==> src/rtl/cpu_macros.svh <==
`ifndef CPU_MACROS_SVH
`define CPU_MACROS_SVH

`define RESET_PC   32'h0000_0000
`define REG_NUM    32

`define OP_SPECIAL 6'b000000
`define OP_BEQ     6'b000100
`define OP_BNE     6'b000101
`define OP_ADDIU   6'b001001
`define OP_ORI     6'b001101
`define OP_LUI     6'b001111
`define OP_LW      6'b100011
`define OP_SW      6'b101011

`define FN_ADDU    6'b100001
`define FN_SUBU    6'b100011
`define FN_AND     6'b100100
`define FN_OR      6'b100101
`define FN_XOR     6'b100110
`define FN_SLT     6'b101010

`endif

==> src/rtl/cpu_pkg.sv <==
package cpu_pkg;

// data word on registers, buses and ALU operands
typedef logic [31:0] uint32_t;

// instruction or data address
typedef logic [31:0] virt_t;

typedef logic [4:0] reg_addr_t;

// instruction word fields
typedef logic [5:0] opcode_t;
typedef logic [5:0] funct_t;

typedef enum logic [2:0] {
	ALU_ADD,
	ALU_SUB,
	ALU_AND,
	ALU_OR,
	ALU_XOR,
	ALU_SLT,
	ALU_LUI,
	ALU_PASS_B
} alu_op_t;

endpackage

==> src/rtl/instr_fetch.sv <==
`timescale 1ns/1ps
`include "cpu_macros.svh"

module instr_fetch(
	input  logic             clk,
	input  logic             rst_n,
	input  logic             stall,
	input  logic             redirect,
	input  cpu_pkg::virt_t   redirect_pc,
	output logic             ibus_read,
	output cpu_pkg::virt_t   ibus_address,
	input  cpu_pkg::uint32_t ibus_rddata,
	input  logic             ibus_stall,
	output logic             stall_req,
	output cpu_pkg::uint32_t instr,
	output cpu_pkg::virt_t   pc,
	output logic             valid
);

cpu_pkg::virt_t pc_q;
cpu_pkg::virt_t pending_pc_q;
cpu_pkg::virt_t target_pc;
logic           pending_q;
logic           take_target;

// a fetch is always in flight
assign ibus_read    = 1'b1;
assign ibus_address = pc_q;
assign stall_req    = ibus_stall;

assign instr = ibus_rddata;
assign pc    = pc_q;
// word fetched on the old path is dropped
assign valid = ~ibus_stall & ~pending_q;

assign take_target = redirect | pending_q;
assign target_pc   = redirect ? redirect_pc : pending_pc_q;

always_ff @(posedge clk or negedge rst_n) begin
	if (~rst_n) begin
		pc_q      <= `RESET_PC;
		pending_q <= 1'b0;
	end else if (ibus_stall) begin
		// address must stay put, remember the target
		if (redirect) begin
			pending_q <= 1'b1;
		end
	end else if (take_target) begin
		pc_q      <= target_pc;
		pending_q <= 1'b0;
	end else if (~stall) begin
		pc_q <= pc_q + 32'd4;
	end
end

always_ff @(posedge clk) begin
	if (ibus_stall && redirect) begin
		pending_pc_q <= redirect_pc;
	end
end

endmodule

==> src/rtl/decode_issue.sv <==
`timescale 1ns/1ps
`include "cpu_macros.svh"

module decode_issue(
	input  cpu_pkg::uint32_t   instr,
	input  cpu_pkg::virt_t     pc,
	input  logic               valid,
	output cpu_pkg::reg_addr_t reg_raddr_a,
	output cpu_pkg::reg_addr_t reg_raddr_b,
	input  cpu_pkg::uint32_t   reg_rdata_a,
	input  cpu_pkg::uint32_t   reg_rdata_b,
	input  cpu_pkg::reg_addr_t ex_rd,
	input  cpu_pkg::reg_addr_t mem_rd,
	input  cpu_pkg::uint32_t   ex_result,
	input  cpu_pkg::uint32_t   mem_result,
	input  logic               ex_is_load,
	output cpu_pkg::alu_op_t   alu_op,
	output cpu_pkg::uint32_t   op_a,
	output cpu_pkg::uint32_t   op_b,
	output cpu_pkg::uint32_t   store_data,
	output cpu_pkg::uint32_t   branch_target,
	output logic               is_branch,
	output logic               branch_ne,
	output logic               is_load,
	output logic               is_store,
	output cpu_pkg::reg_addr_t rd,
	output logic               stall_req
);

cpu_pkg::opcode_t   opcode;
cpu_pkg::funct_t    funct;
cpu_pkg::reg_addr_t rs;
cpu_pkg::reg_addr_t rt;
cpu_pkg::reg_addr_t rd_field;
cpu_pkg::uint32_t   imm_sext;
cpu_pkg::uint32_t   imm_zext;
cpu_pkg::uint32_t   rs_value;
cpu_pkg::uint32_t   rt_value;
logic               use_rs;
logic               use_rt;

function automatic cpu_pkg::uint32_t fwd_value(
	input cpu_pkg::reg_addr_t src,
	input cpu_pkg::uint32_t   rf_value,
	input cpu_pkg::reg_addr_t ex_dst,
	input cpu_pkg::uint32_t   ex_value,
	input cpu_pkg::reg_addr_t mem_dst,
	input cpu_pkg::uint32_t   mem_value
);
	if (src == '0) begin
		return '0;
	end else if (src == ex_dst) begin
		return ex_value;
	end else if (src == mem_dst) begin
		return mem_value;
	end
	return rf_value;
endfunction

assign opcode   = instr[31:26];
assign rs       = instr[25:21];
assign rt       = instr[20:16];
assign rd_field = instr[15:11];
assign funct    = instr[5:0];
assign imm_sext = {{16{instr[15]}}, instr[15:0]};
assign imm_zext = {16'h0000, instr[15:0]};

assign reg_raddr_a = rs;
assign reg_raddr_b = rt;

assign rs_value = fwd_value(rs, reg_rdata_a, ex_rd, ex_result, mem_rd, mem_result);
assign rt_value = fwd_value(rt, reg_rdata_b, ex_rd, ex_result, mem_rd, mem_result);

always_comb begin
	alu_op        = cpu_pkg::ALU_PASS_B;
	op_a          = rs_value;
	op_b          = rt_value;
	store_data    = rt_value;
	branch_target = pc + 32'd4 + {imm_sext[29:0], 2'b00};
	is_branch     = 1'b0;
	branch_ne     = 1'b0;
	is_load       = 1'b0;
	is_store      = 1'b0;
	rd            = '0;
	use_rs        = 1'b0;
	use_rt        = 1'b0;
	if (valid) begin
		case (opcode)
		`OP_SPECIAL: begin
			use_rs = 1'b1;
			use_rt = 1'b1;
			rd     = rd_field;
			case (funct)
			`FN_ADDU: alu_op = cpu_pkg::ALU_ADD;
			`FN_SUBU: alu_op = cpu_pkg::ALU_SUB;
			`FN_AND:  alu_op = cpu_pkg::ALU_AND;
			`FN_OR:   alu_op = cpu_pkg::ALU_OR;
			`FN_XOR:  alu_op = cpu_pkg::ALU_XOR;
			`FN_SLT:  alu_op = cpu_pkg::ALU_SLT;
			default:  rd = '0;
			endcase
		end
		`OP_ADDIU, `OP_LW, `OP_SW: begin
			use_rs   = 1'b1;
			use_rt   = (opcode == `OP_SW);
			alu_op   = cpu_pkg::ALU_ADD;
			op_b     = imm_sext;
			is_load  = (opcode == `OP_LW);
			is_store = (opcode == `OP_SW);
			rd       = (opcode == `OP_SW) ? '0 : rt;
		end
		`OP_ORI: begin
			use_rs = 1'b1;
			alu_op = cpu_pkg::ALU_OR;
			op_b   = imm_zext;
			rd     = rt;
		end
		`OP_LUI: begin
			alu_op = cpu_pkg::ALU_LUI;
			op_b   = imm_zext;
			rd     = rt;
		end
		`OP_BEQ, `OP_BNE: begin
			use_rs    = 1'b1;
			use_rt    = 1'b1;
			is_branch = 1'b1;
			branch_ne = (opcode == `OP_BNE);
		end
		default: begin
			// unknown opcode runs as nop
			rd = '0;
		end
		endcase
	end
end

// load result not ready until MEM
assign stall_req = ex_is_load && (ex_rd != '0) &&
	((use_rs && rs == ex_rd) || (use_rt && rt == ex_rd));

endmodule

==> src/rtl/regfile.sv <==
`timescale 1ns/1ps
`include "cpu_macros.svh"

module regfile(
	input  logic               clk,
	input  logic               rst_n,
	input  logic               we,
	input  cpu_pkg::reg_addr_t waddr,
	input  cpu_pkg::uint32_t   wdata,
	input  cpu_pkg::reg_addr_t raddr_a,
	input  cpu_pkg::reg_addr_t raddr_b,
	output cpu_pkg::uint32_t   rdata_a,
	output cpu_pkg::uint32_t   rdata_b
);

cpu_pkg::uint32_t regs [`REG_NUM];
logic             wr_en;

// r0 stays zero
assign wr_en = we && (waddr != '0);

always_ff @(posedge clk or negedge rst_n) begin
	if (~rst_n) begin
		for (int i = 0; i < `REG_NUM; i++) begin
			regs[i] <= '0;
		end
	end else if (wr_en) begin
		regs[waddr] <= wdata;
	end
end

// write-through bypass
assign rdata_a = (wr_en && waddr == raddr_a) ? wdata : regs[raddr_a];
assign rdata_b = (wr_en && waddr == raddr_b) ? wdata : regs[raddr_b];

endmodule

==> src/rtl/instr_exec.sv <==
`timescale 1ns/1ps

module instr_exec(
	input  cpu_pkg::alu_op_t alu_op,
	input  cpu_pkg::uint32_t op_a,
	input  cpu_pkg::uint32_t op_b,
	input  cpu_pkg::uint32_t store_data,
	input  cpu_pkg::uint32_t branch_target,
	input  logic             is_branch,
	input  logic             branch_ne,
	output cpu_pkg::uint32_t result,
	output logic             redirect,
	output cpu_pkg::virt_t   redirect_pc
);

logic regs_equal;

always_comb begin
	case (alu_op)
	cpu_pkg::ALU_ADD: begin
		result = op_a + op_b;
	end
	cpu_pkg::ALU_SUB: begin
		result = op_a - op_b;
	end
	cpu_pkg::ALU_AND: begin
		result = op_a & op_b;
	end
	cpu_pkg::ALU_OR: begin
		result = op_a | op_b;
	end
	cpu_pkg::ALU_XOR: begin
		result = op_a ^ op_b;
	end
	cpu_pkg::ALU_SLT: begin
		result = {31'd0, $signed(op_a) < $signed(op_b)};
	end
	cpu_pkg::ALU_LUI: begin
		result = {op_b[15:0], 16'h0000};
	end
	default: begin
		result = op_b;
	end
	endcase
end

// rt value rides on store_data for every instruction
assign regs_equal = (op_a == store_data);

assign redirect    = is_branch && (branch_ne ? ~regs_equal : regs_equal);
assign redirect_pc = branch_target;

endmodule

==> src/rtl/instr_mem.sv <==
`timescale 1ns/1ps

module instr_mem(
	input  logic             is_load,
	input  logic             is_store,
	input  cpu_pkg::uint32_t result,
	input  cpu_pkg::uint32_t store_data,
	output logic             dbus_read,
	output logic             dbus_write,
	output cpu_pkg::virt_t   dbus_address,
	output cpu_pkg::uint32_t dbus_wdata,
	input  cpu_pkg::uint32_t dbus_rddata,
	input  logic             dbus_stall,
	output logic             stall_req,
	output cpu_pkg::uint32_t wb_data
);

logic access;

assign access = is_load | is_store;

assign dbus_read    = is_load;
assign dbus_write   = is_store;
// ALU add result is the address
assign dbus_address = result;
assign dbus_wdata   = store_data;

// stall only matters while a request is out
assign stall_req = access & dbus_stall;

assign wb_data = is_load ? dbus_rddata : result;

endmodule

==> src/rtl/ctrl.sv <==
`timescale 1ns/1ps

module ctrl(
	input  logic stall_from_if,
	input  logic stall_from_id,
	input  logic stall_from_mm,
	input  logic redirect,
	output logic stall_if,
	output logic stall_id,
	output logic stall_ex,
	output logic flush_id,
	output logic flush_ex,
	output logic flush_mm,
	output logic redirect_ok
);

logic branch_taken;

// each stall freezes its own stage and all older ones
assign stall_ex = stall_from_mm;
assign stall_id = stall_from_mm | stall_from_id;
assign stall_if = stall_from_mm | stall_from_id | stall_from_if;

// a branch in a frozen EX waits
assign redirect_ok  = ~stall_ex;
assign branch_taken = redirect & redirect_ok;

// bubble goes into the register right after the last frozen stage
assign flush_id = branch_taken | (stall_if & ~stall_id);
assign flush_ex = branch_taken | (stall_id & ~stall_ex);
assign flush_mm = stall_from_mm;

endmodule

==> src/rtl/cpu_core.sv <==
`timescale 1ns/1ps

module cpu_core(
	input  logic             clk,
	input  logic             rst_n,
	output logic             ibus_read,
	output cpu_pkg::virt_t   ibus_address,
	input  cpu_pkg::uint32_t ibus_rddata,
	input  logic             ibus_stall,
	output logic             dbus_read,
	output logic             dbus_write,
	output cpu_pkg::virt_t   dbus_address,
	output cpu_pkg::uint32_t dbus_wdata,
	input  cpu_pkg::uint32_t dbus_rddata,
	input  logic             dbus_stall
);

logic stall_if, stall_id, stall_ex;
logic flush_id, flush_ex, flush_mm;
logic stall_from_if, stall_from_id, stall_from_mm;
logic redirect_ok;

cpu_pkg::uint32_t if_instr;
cpu_pkg::virt_t   if_pc;
logic             if_valid;

cpu_pkg::uint32_t ifid_instr;
cpu_pkg::virt_t   ifid_pc;
logic             ifid_valid;

cpu_pkg::alu_op_t   id_alu_op;
cpu_pkg::uint32_t   id_op_a, id_op_b, id_store_data, id_branch_target;
logic               id_is_branch, id_branch_ne, id_is_load, id_is_store;
cpu_pkg::reg_addr_t id_rd;

cpu_pkg::alu_op_t   idex_alu_op;
cpu_pkg::uint32_t   idex_op_a, idex_op_b, idex_store_data, idex_branch_target;
logic               idex_is_branch, idex_branch_ne, idex_is_load, idex_is_store;
cpu_pkg::reg_addr_t idex_rd;

cpu_pkg::uint32_t ex_result;
logic             ex_redirect;
cpu_pkg::virt_t   ex_redirect_pc;
logic             fetch_redirect;

cpu_pkg::uint32_t   exmem_result, exmem_store_data;
logic               exmem_is_load, exmem_is_store;
cpu_pkg::reg_addr_t exmem_rd;
cpu_pkg::uint32_t   mem_wb_data;

cpu_pkg::reg_addr_t memwb_rd;
cpu_pkg::uint32_t   memwb_wdata;

cpu_pkg::reg_addr_t reg_raddr_a, reg_raddr_b;
cpu_pkg::uint32_t   reg_rdata_a, reg_rdata_b;

assign fetch_redirect = ex_redirect & redirect_ok;

ctrl ctrl_i(
	.stall_from_if ( stall_from_if ),
	.stall_from_id ( stall_from_id ),
	.stall_from_mm ( stall_from_mm ),
	.redirect      ( ex_redirect   ),
	.stall_if      ( stall_if      ),
	.stall_id      ( stall_id      ),
	.stall_ex      ( stall_ex      ),
	.flush_id      ( flush_id      ),
	.flush_ex      ( flush_ex      ),
	.flush_mm      ( flush_mm      ),
	.redirect_ok   ( redirect_ok   )
);

instr_fetch fetch_i(
	.clk,
	.rst_n,
	.stall        ( stall_if       ),
	.redirect     ( fetch_redirect ),
	.redirect_pc  ( ex_redirect_pc ),
	.ibus_read,
	.ibus_address,
	.ibus_rddata,
	.ibus_stall,
	.stall_req    ( stall_from_if  ),
	.instr        ( if_instr       ),
	.pc           ( if_pc          ),
	.valid        ( if_valid       )
);

// IF/ID
always_ff @(posedge clk or negedge rst_n) begin
	if (~rst_n) begin
		ifid_valid <= 1'b0;
	end else if (flush_id) begin
		ifid_valid <= 1'b0;
	end else if (~stall_id) begin
		ifid_valid <= if_valid;
	end
end

always_ff @(posedge clk) begin
	if (~stall_id) begin
		ifid_instr <= if_instr;
		ifid_pc    <= if_pc;
	end
end

regfile regfile_i(
	.clk,
	.rst_n,
	.we      ( memwb_rd != '0 ),
	.waddr   ( memwb_rd       ),
	.wdata   ( memwb_wdata    ),
	.raddr_a ( reg_raddr_a    ),
	.raddr_b ( reg_raddr_b    ),
	.rdata_a ( reg_rdata_a    ),
	.rdata_b ( reg_rdata_b    )
);

decode_issue decode_i(
	.instr         ( ifid_instr       ),
	.pc            ( ifid_pc          ),
	.valid         ( ifid_valid       ),
	.reg_raddr_a,
	.reg_raddr_b,
	.reg_rdata_a,
	.reg_rdata_b,
	.ex_rd         ( idex_rd          ),
	.mem_rd        ( exmem_rd         ),
	.ex_result     ( ex_result        ),
	.mem_result    ( mem_wb_data      ),
	.ex_is_load    ( idex_is_load     ),
	.alu_op        ( id_alu_op        ),
	.op_a          ( id_op_a          ),
	.op_b          ( id_op_b          ),
	.store_data    ( id_store_data    ),
	.branch_target ( id_branch_target ),
	.is_branch     ( id_is_branch     ),
	.branch_ne     ( id_branch_ne     ),
	.is_load       ( id_is_load       ),
	.is_store      ( id_is_store      ),
	.rd            ( id_rd            ),
	.stall_req     ( stall_from_id    )
);

// a bubble in ID/EX only clears the fields that act
always_ff @(posedge clk or negedge rst_n) begin
	if (~rst_n) begin
		idex_is_branch <= 1'b0;
		idex_is_load   <= 1'b0;
		idex_is_store  <= 1'b0;
		idex_rd        <= '0;
	end else if (flush_ex) begin
		idex_is_branch <= 1'b0;
		idex_is_load   <= 1'b0;
		idex_is_store  <= 1'b0;
		idex_rd        <= '0;
	end else if (~stall_ex) begin
		idex_is_branch <= id_is_branch;
		idex_is_load   <= id_is_load;
		idex_is_store  <= id_is_store;
		idex_rd        <= id_rd;
	end
end

always_ff @(posedge clk) begin
	if (~stall_ex) begin
		idex_alu_op        <= id_alu_op;
		idex_op_a          <= id_op_a;
		idex_op_b          <= id_op_b;
		idex_store_data    <= id_store_data;
		idex_branch_target <= id_branch_target;
		idex_branch_ne     <= id_branch_ne;
	end
end

instr_exec exec_i(
	.alu_op        ( idex_alu_op        ),
	.op_a          ( idex_op_a          ),
	.op_b          ( idex_op_b          ),
	.store_data    ( idex_store_data    ),
	.branch_target ( idex_branch_target ),
	.is_branch     ( idex_is_branch     ),
	.branch_ne     ( idex_branch_ne     ),
	.result        ( ex_result          ),
	.redirect      ( ex_redirect        ),
	.redirect_pc   ( ex_redirect_pc     )
);

// EX/MEM holds while the data bus stalls
always_ff @(posedge clk or negedge rst_n) begin
	if (~rst_n) begin
		exmem_is_load  <= 1'b0;
		exmem_is_store <= 1'b0;
		exmem_rd       <= '0;
	end else if (~stall_ex) begin
		exmem_is_load  <= idex_is_load;
		exmem_is_store <= idex_is_store;
		exmem_rd       <= idex_rd;
	end
end

always_ff @(posedge clk) begin
	if (~stall_ex) begin
		exmem_result     <= ex_result;
		exmem_store_data <= idex_store_data;
	end
end

instr_mem mem_i(
	.is_load      ( exmem_is_load    ),
	.is_store     ( exmem_is_store   ),
	.result       ( exmem_result     ),
	.store_data   ( exmem_store_data ),
	.dbus_read,
	.dbus_write,
	.dbus_address,
	.dbus_wdata,
	.dbus_rddata,
	.dbus_stall,
	.stall_req    ( stall_from_mm    ),
	.wb_data      ( mem_wb_data      )
);

// MEM/WB
always_ff @(posedge clk or negedge rst_n) begin
	if (~rst_n) begin
		memwb_rd <= '0;
	end else if (flush_mm) begin
		memwb_rd <= '0;
	end else begin
		memwb_rd <= exmem_rd;
	end
end

always_ff @(posedge clk) begin
	memwb_wdata <= mem_wb_data;
end

endmodule

==> config.mk <==
export PLATFORM = sky130hd
export DESIGN_NAME = cpu_core
export DESIGN_NICKNAME = d
export VERILOG_FILES = /design/src/rtl/cpu_pkg.sv /design/src/rtl/instr_fetch.sv /design/src/rtl/decode_issue.sv /design/src/rtl/regfile.sv /design/src/rtl/instr_exec.sv /design/src/rtl/instr_mem.sv /design/src/rtl/ctrl.sv /design/src/rtl/cpu_core.sv
export VERILOG_INCLUDE_DIRS = /design/src /design/src/rtl
export SDC_FILE = /design/constraint.sdc
export NUM_CORES = 2
export LEC_CHECK = 0
export ABC_AREA = 1
export BUFFER_PORTS_ARGS = -buffer_cell sky130_fd_sc_hd__buf_2
export CAP_MARGIN = 20
export CORE_MARGIN = 4
export CORE_UTILIZATION = 45
export CTS_CLUSTER_DIAMETER = 50
export CTS_CLUSTER_SIZE = 28
export DETAILED_ROUTE_END_ITERATION = 16
export SLEW_MARGIN = 25
export SYNTH_ARGS = -nofsm -noshare
export SYNTH_HDL_FRONTEND = slang
export SYNTH_SLANG_ARGS = --single-unit
==> constraint.sdc <==
create_clock -name clk -period 7.9 [get_ports clk]
set_input_delay 1.975 -clock clk [delete_from_list [all_inputs] [get_ports clk]]
set_output_delay 1.975 -clock clk [all_outputs]
set_load 0.01 [all_outputs]
==> out/results.tsv <==
stage	metric	value	unit
run_status	outcome	completed	
global_route	grt-ovfl-total	0	
clock_tree	cts_max_level	4	
drt	via_count	77261	
global_route	track_usage	34.5	%
floorplan	die_x	433	microns
setup_path	start_kind	flip-flop	
synthesis	syn_nets	10884	
setup_path	crit_path_start	idex_op_a[10]	
floorplan	die-area	188000	sq um
placed_design	hpwl	205000	microns
global_route	grt_pass1_vias	71445	
drt	drt-initial-drc-count	10449	
synthesis	ys_warn_count	0	
clock_tree	clock_latency	0.84	ns
floorplan	num_rows	155	
drt	drt_wl_total	332000	microns
power_and_ir_drop	power_density	234	nW/um^2
synthesis	synth_area_per_cell	7.64	sq um
setup_path	slowest_stage	nand3_4	
setup_path	r2r-end	fetch_i.ibus_address[17]	
floorplan	core_area	179000	sq um
timing	finalHoldViolCount	0	
setup_path	critical_path.endpoint	fetch_i.ibus_address[17]	
setup_path	critical_path_arrival	5.34	ns
floorplan	start_util	45.4	%
setup_path	path_cells	xnor2_1, nand2_1, nor3_1, nand4_1, nor2_1, nand3_2, nand3_4, nand2_2, o21ai_4, nand2_1, nand2_1	
drt	routedWlPerCell	26.1	microns
drt	viasPerCell	6.07	
synthesis	postSynth.asyncResetShare	76.9	%
clock_tree	cts-resized-gates	0	
synthesis	ys_seq_area_share	44.7	%
drt	drtAntennaViolNets	0	
clock_tree	cts.sink_count	1402	
setup_path	path_max_fanout	69	
cells_and_area	finalNetCount	10477	
setup_path	worstSetupPathType	reg -> reg	
synthesis	synth_edf_count	292	
setup_path	max_stage_delay	0.87	ns
clock_tree	cts_tree	done	
placed_design	numPortBuffers	165	
cells_and_area	fill_cells	17601	
setup_path	ff2ff_path_depth	11	
synthesis	synth_ff_type	dfrtp_1	
timing	drv_slew	0	
drt	detail_route.first_pass.iterations	9	
cells_and_area	area_growth	8.60	%
global_route	antenna_found_initial	5	
timing	finalCritPeriodShare	58.2	%
synthesis	synth_cell_types	64	
power_and_ir_drop	power.leakage	38.8	nW
global_route	grt_max_degree	188	
timing	skew	0.0449	ns
timing	worst_slew_pin_slew	1.15	ns
setup_path	timing.rr.start	idex_op_a[10]	
global_route	grt_pass1_wl	485000	microns
timing	grt_setup_unrepaired	false	
floorplan	io_pins	167	
placed_design	preCtsSetupSlack	2.56	ns
timing	fmax	217	MHz
floorplan	die_h	433	microns
setup_path	rrSetupSlack	3.30	ns
setup_path	cp-end-kind	flip-flop	
power_and_ir_drop	vdd_drop_max	0.000171	V
synthesis	synthesis.area	81300	sq um
clock_tree	hold_buffers	0	
clock_tree	cts_max_path_buffers	3	
placed_design	gp_congestion	0.967	
clock_tree	cts_buffers	156	
drt	drc	0	
clock_tree	cts_setup_buffers	0	
flow_run	maxCapViolCount	0	
clock_tree	path_clk_slew	0.07	ns
setup_path	crit_required	8.64	ns
timing	setup_viol	0	
timing	layout_setup_ws	3.30	ns
timing	maxSlewHeadroom	23.1	%
timing	period_minus_slack	4.60	ns
setup_path	cpMostUsedCell	nand2_1	
hold_path	hold_path.startpoint	regfile_i.regs[1000]	
cells_and_area	final_layout_size_suffix_gt1_share	6.65	%
timing	tns	0	ns
clock_tree	root_buffer	clkbuf_16	
synthesis	synth_cells	10650	
synthesis	ys_seq_elements	1402	
hold_path	hold_class	reg -> reg	
timing	finalHoldWorstSlack	0.393	ns
==> sequential cells by signal (all words and copies together) (netlist names), 3 cells and up <==
register / flops
idex_rd: 5
memwb_wdata: 32
idex_op_b: 32
exmem_result: 32
memwb_rd: 5
idex_branch_target: 32
idex_store_data: 32
ifid_pc: 32
exmem_store_data: 32
fetch_i.pending_pc_q: 32
idex_op_a: 32
exmem_rd: 5
regfile_i.regs: 1024
fetch_i.ibus_address: 32
idex_alu_op: 3
ifid_instr: 32
==> power by group <==
part / total, W / switching (W) / internal [W]
clock network: 0.00800 / 0.00348 / 0.00452
logic: 0.00419 / 0.00312 / 0.00107
registers: 0.00844 / 0.000541 / 0.00789
==> per-stage QoR <==
stage | util [%] | cell area (sq um) | instances | total power, W
6_report | 49.3 | 88300 | 12732 | 0.0206
5_1_grt | 49.3 | 88300 | 12730 | 0.0214
4_1_cts | 49.3 | 88200 | 12728 | 0.0206
3_5_place_dp | 46.2 | 82600 | 12438 | 0.0126
3_3_place_gp | 46.1 | 82600 | 12437 | 0.0126
2_1_floorplan | - | 81300 | 10650 | 0.0108
==> per-layer routing <==
| metal | global-route usage, % | part of all wire (%) |
|---|---|---|
| met5 | 0 | 0 |
| met4 | 18.0 | 5.9 |
| met3 | 6.17 | 9.4 |
| met2 | 51.6 | 43 |
| met1 | 47.9 | 41 |
==> cells by family (layout without fill, tap and decap cells) <==
logic type / after synthesis / count (layout) / synth area share (%)
simple gates: 3371 / 3371 / 16.8
fa+ha+maj: 166 / 166 / 2.58
buf+inv: 1822 / 1547 / 9.36
other cells: 1 / 3 / 0.00461
compound gates: 3667 / 3667 / 23.9
mux: 115 / 115 / 1.42
flops: 1402 / 1402 / 44.7
xor+xnor: 106 / 106 / 1.14
==> how the worst min path moves through the flow <==
| stage | endpoint | depth (start not counted) |
|---|---|---|
| global route | regfile_i.regs[1008] | 0 |
| CTS | regfile_i.regs[1008] | 0 |
| floorplan | idex_branch_target[0] | 0 |
| detailed placement | regfile_i.regs[1008] | 0 |
| global placement | regfile_i.regs[1019] | 0 |
| finish | regfile_i.regs[1000] | 0 |
==> cell usage in the layout, fill, tap and decap left out, types with 14 or more instances in the layout <==
cell type,synthesis,final
a21oi_1,979,979
o21ai_0,2152,2150
inv_6,0,36
o21bai_1,17,17
nand4_1,79,79
buf_2,259,164
o211ai_1,154,154
inv_2,18,17
clkinv_2,0,17
nand2_1,2275,2262
buf_4,56,107
nor3_1,36,33
bufinv_16,0,17
o21ai_1,132,134
clkbuf_16,0,163
a211oi_1,32,32
nand3_1,422,415
edfxtp_1,292,292
ha_1,163,163
o22ai_1,64,64
a221oi_1,14,14
o221ai_1,71,71
inv_8,0,16
dfrtp_1,1078,1077
dfxtp_1,32,32
mux2i_1,115,115
nor2_1,496,486
buf_12,0,18
clkinv_4,0,15
xnor2_1,38,38
inv_1,934,929
xor2_1,68,68
==> final cells by class <==
cell class / count / area, sq um / area share (%)
Multi-Input combinational cell: 7426 / 37600 / 42.6
Sequential cell: 1402 / 36400 / 41.2
Clock buffer: 175 / 4200 / 4.76
Inverter: 959 / 3630 / 4.11
Tap cell: 2355 / 2950 / 3.34
Timing Repair Buffer: 298 / 2120 / 2.40
Clock inverter: 115 / 1380 / 1.56
Antenna cell: 2 / 5.00 / 0.00567
==> Yosys cell counts (all sizes together) (4+ instances only) <==
cell type,number,share of area [%]
xnor2,38,0.41
nor4,13,0.15
nor2,508,2.4
a211oi,32,0.30
o31ai,14,0.13
and2,4,0.031
o2111ai,6,0.065
o21ai,2286,14
clkbuf,482,2.2
ha,163,2.5
o221ai,71,0.76
buf,381,2.7
a21oi,982,6.1
o21a,4,0.037
nand4,79,0.61
nand3,428,2.7
dfrtp,1078,33
edfxtp,292,11
o21bai,17,0.16
a221oi,14,0.15
nor3,42,0.30
a32o,5,0.062
xor2,68,0.73
dfxtp,32,0.79
a31oi,6,0.046
clkinv,7,0.032
o211ai,154,1.4
mux2i,115,1.4
nand2,2287,11
o22ai,64,0.49
inv,952,4.4
==> critical path: cells and delay by family, from the launching register on <==
| kind | cells | cell delay [ns] |
|---|---|---|
| AO/OA/AOI/OAI | 1 | 0.74 |
| XOR/XNOR | 1 | 0.21 |
| flip-flops | 1 | 0.54 |
| AND/OR/NAND/NOR | 9 | 2.99 |
No activity file was read; power rests on OpenSTA's default activity.
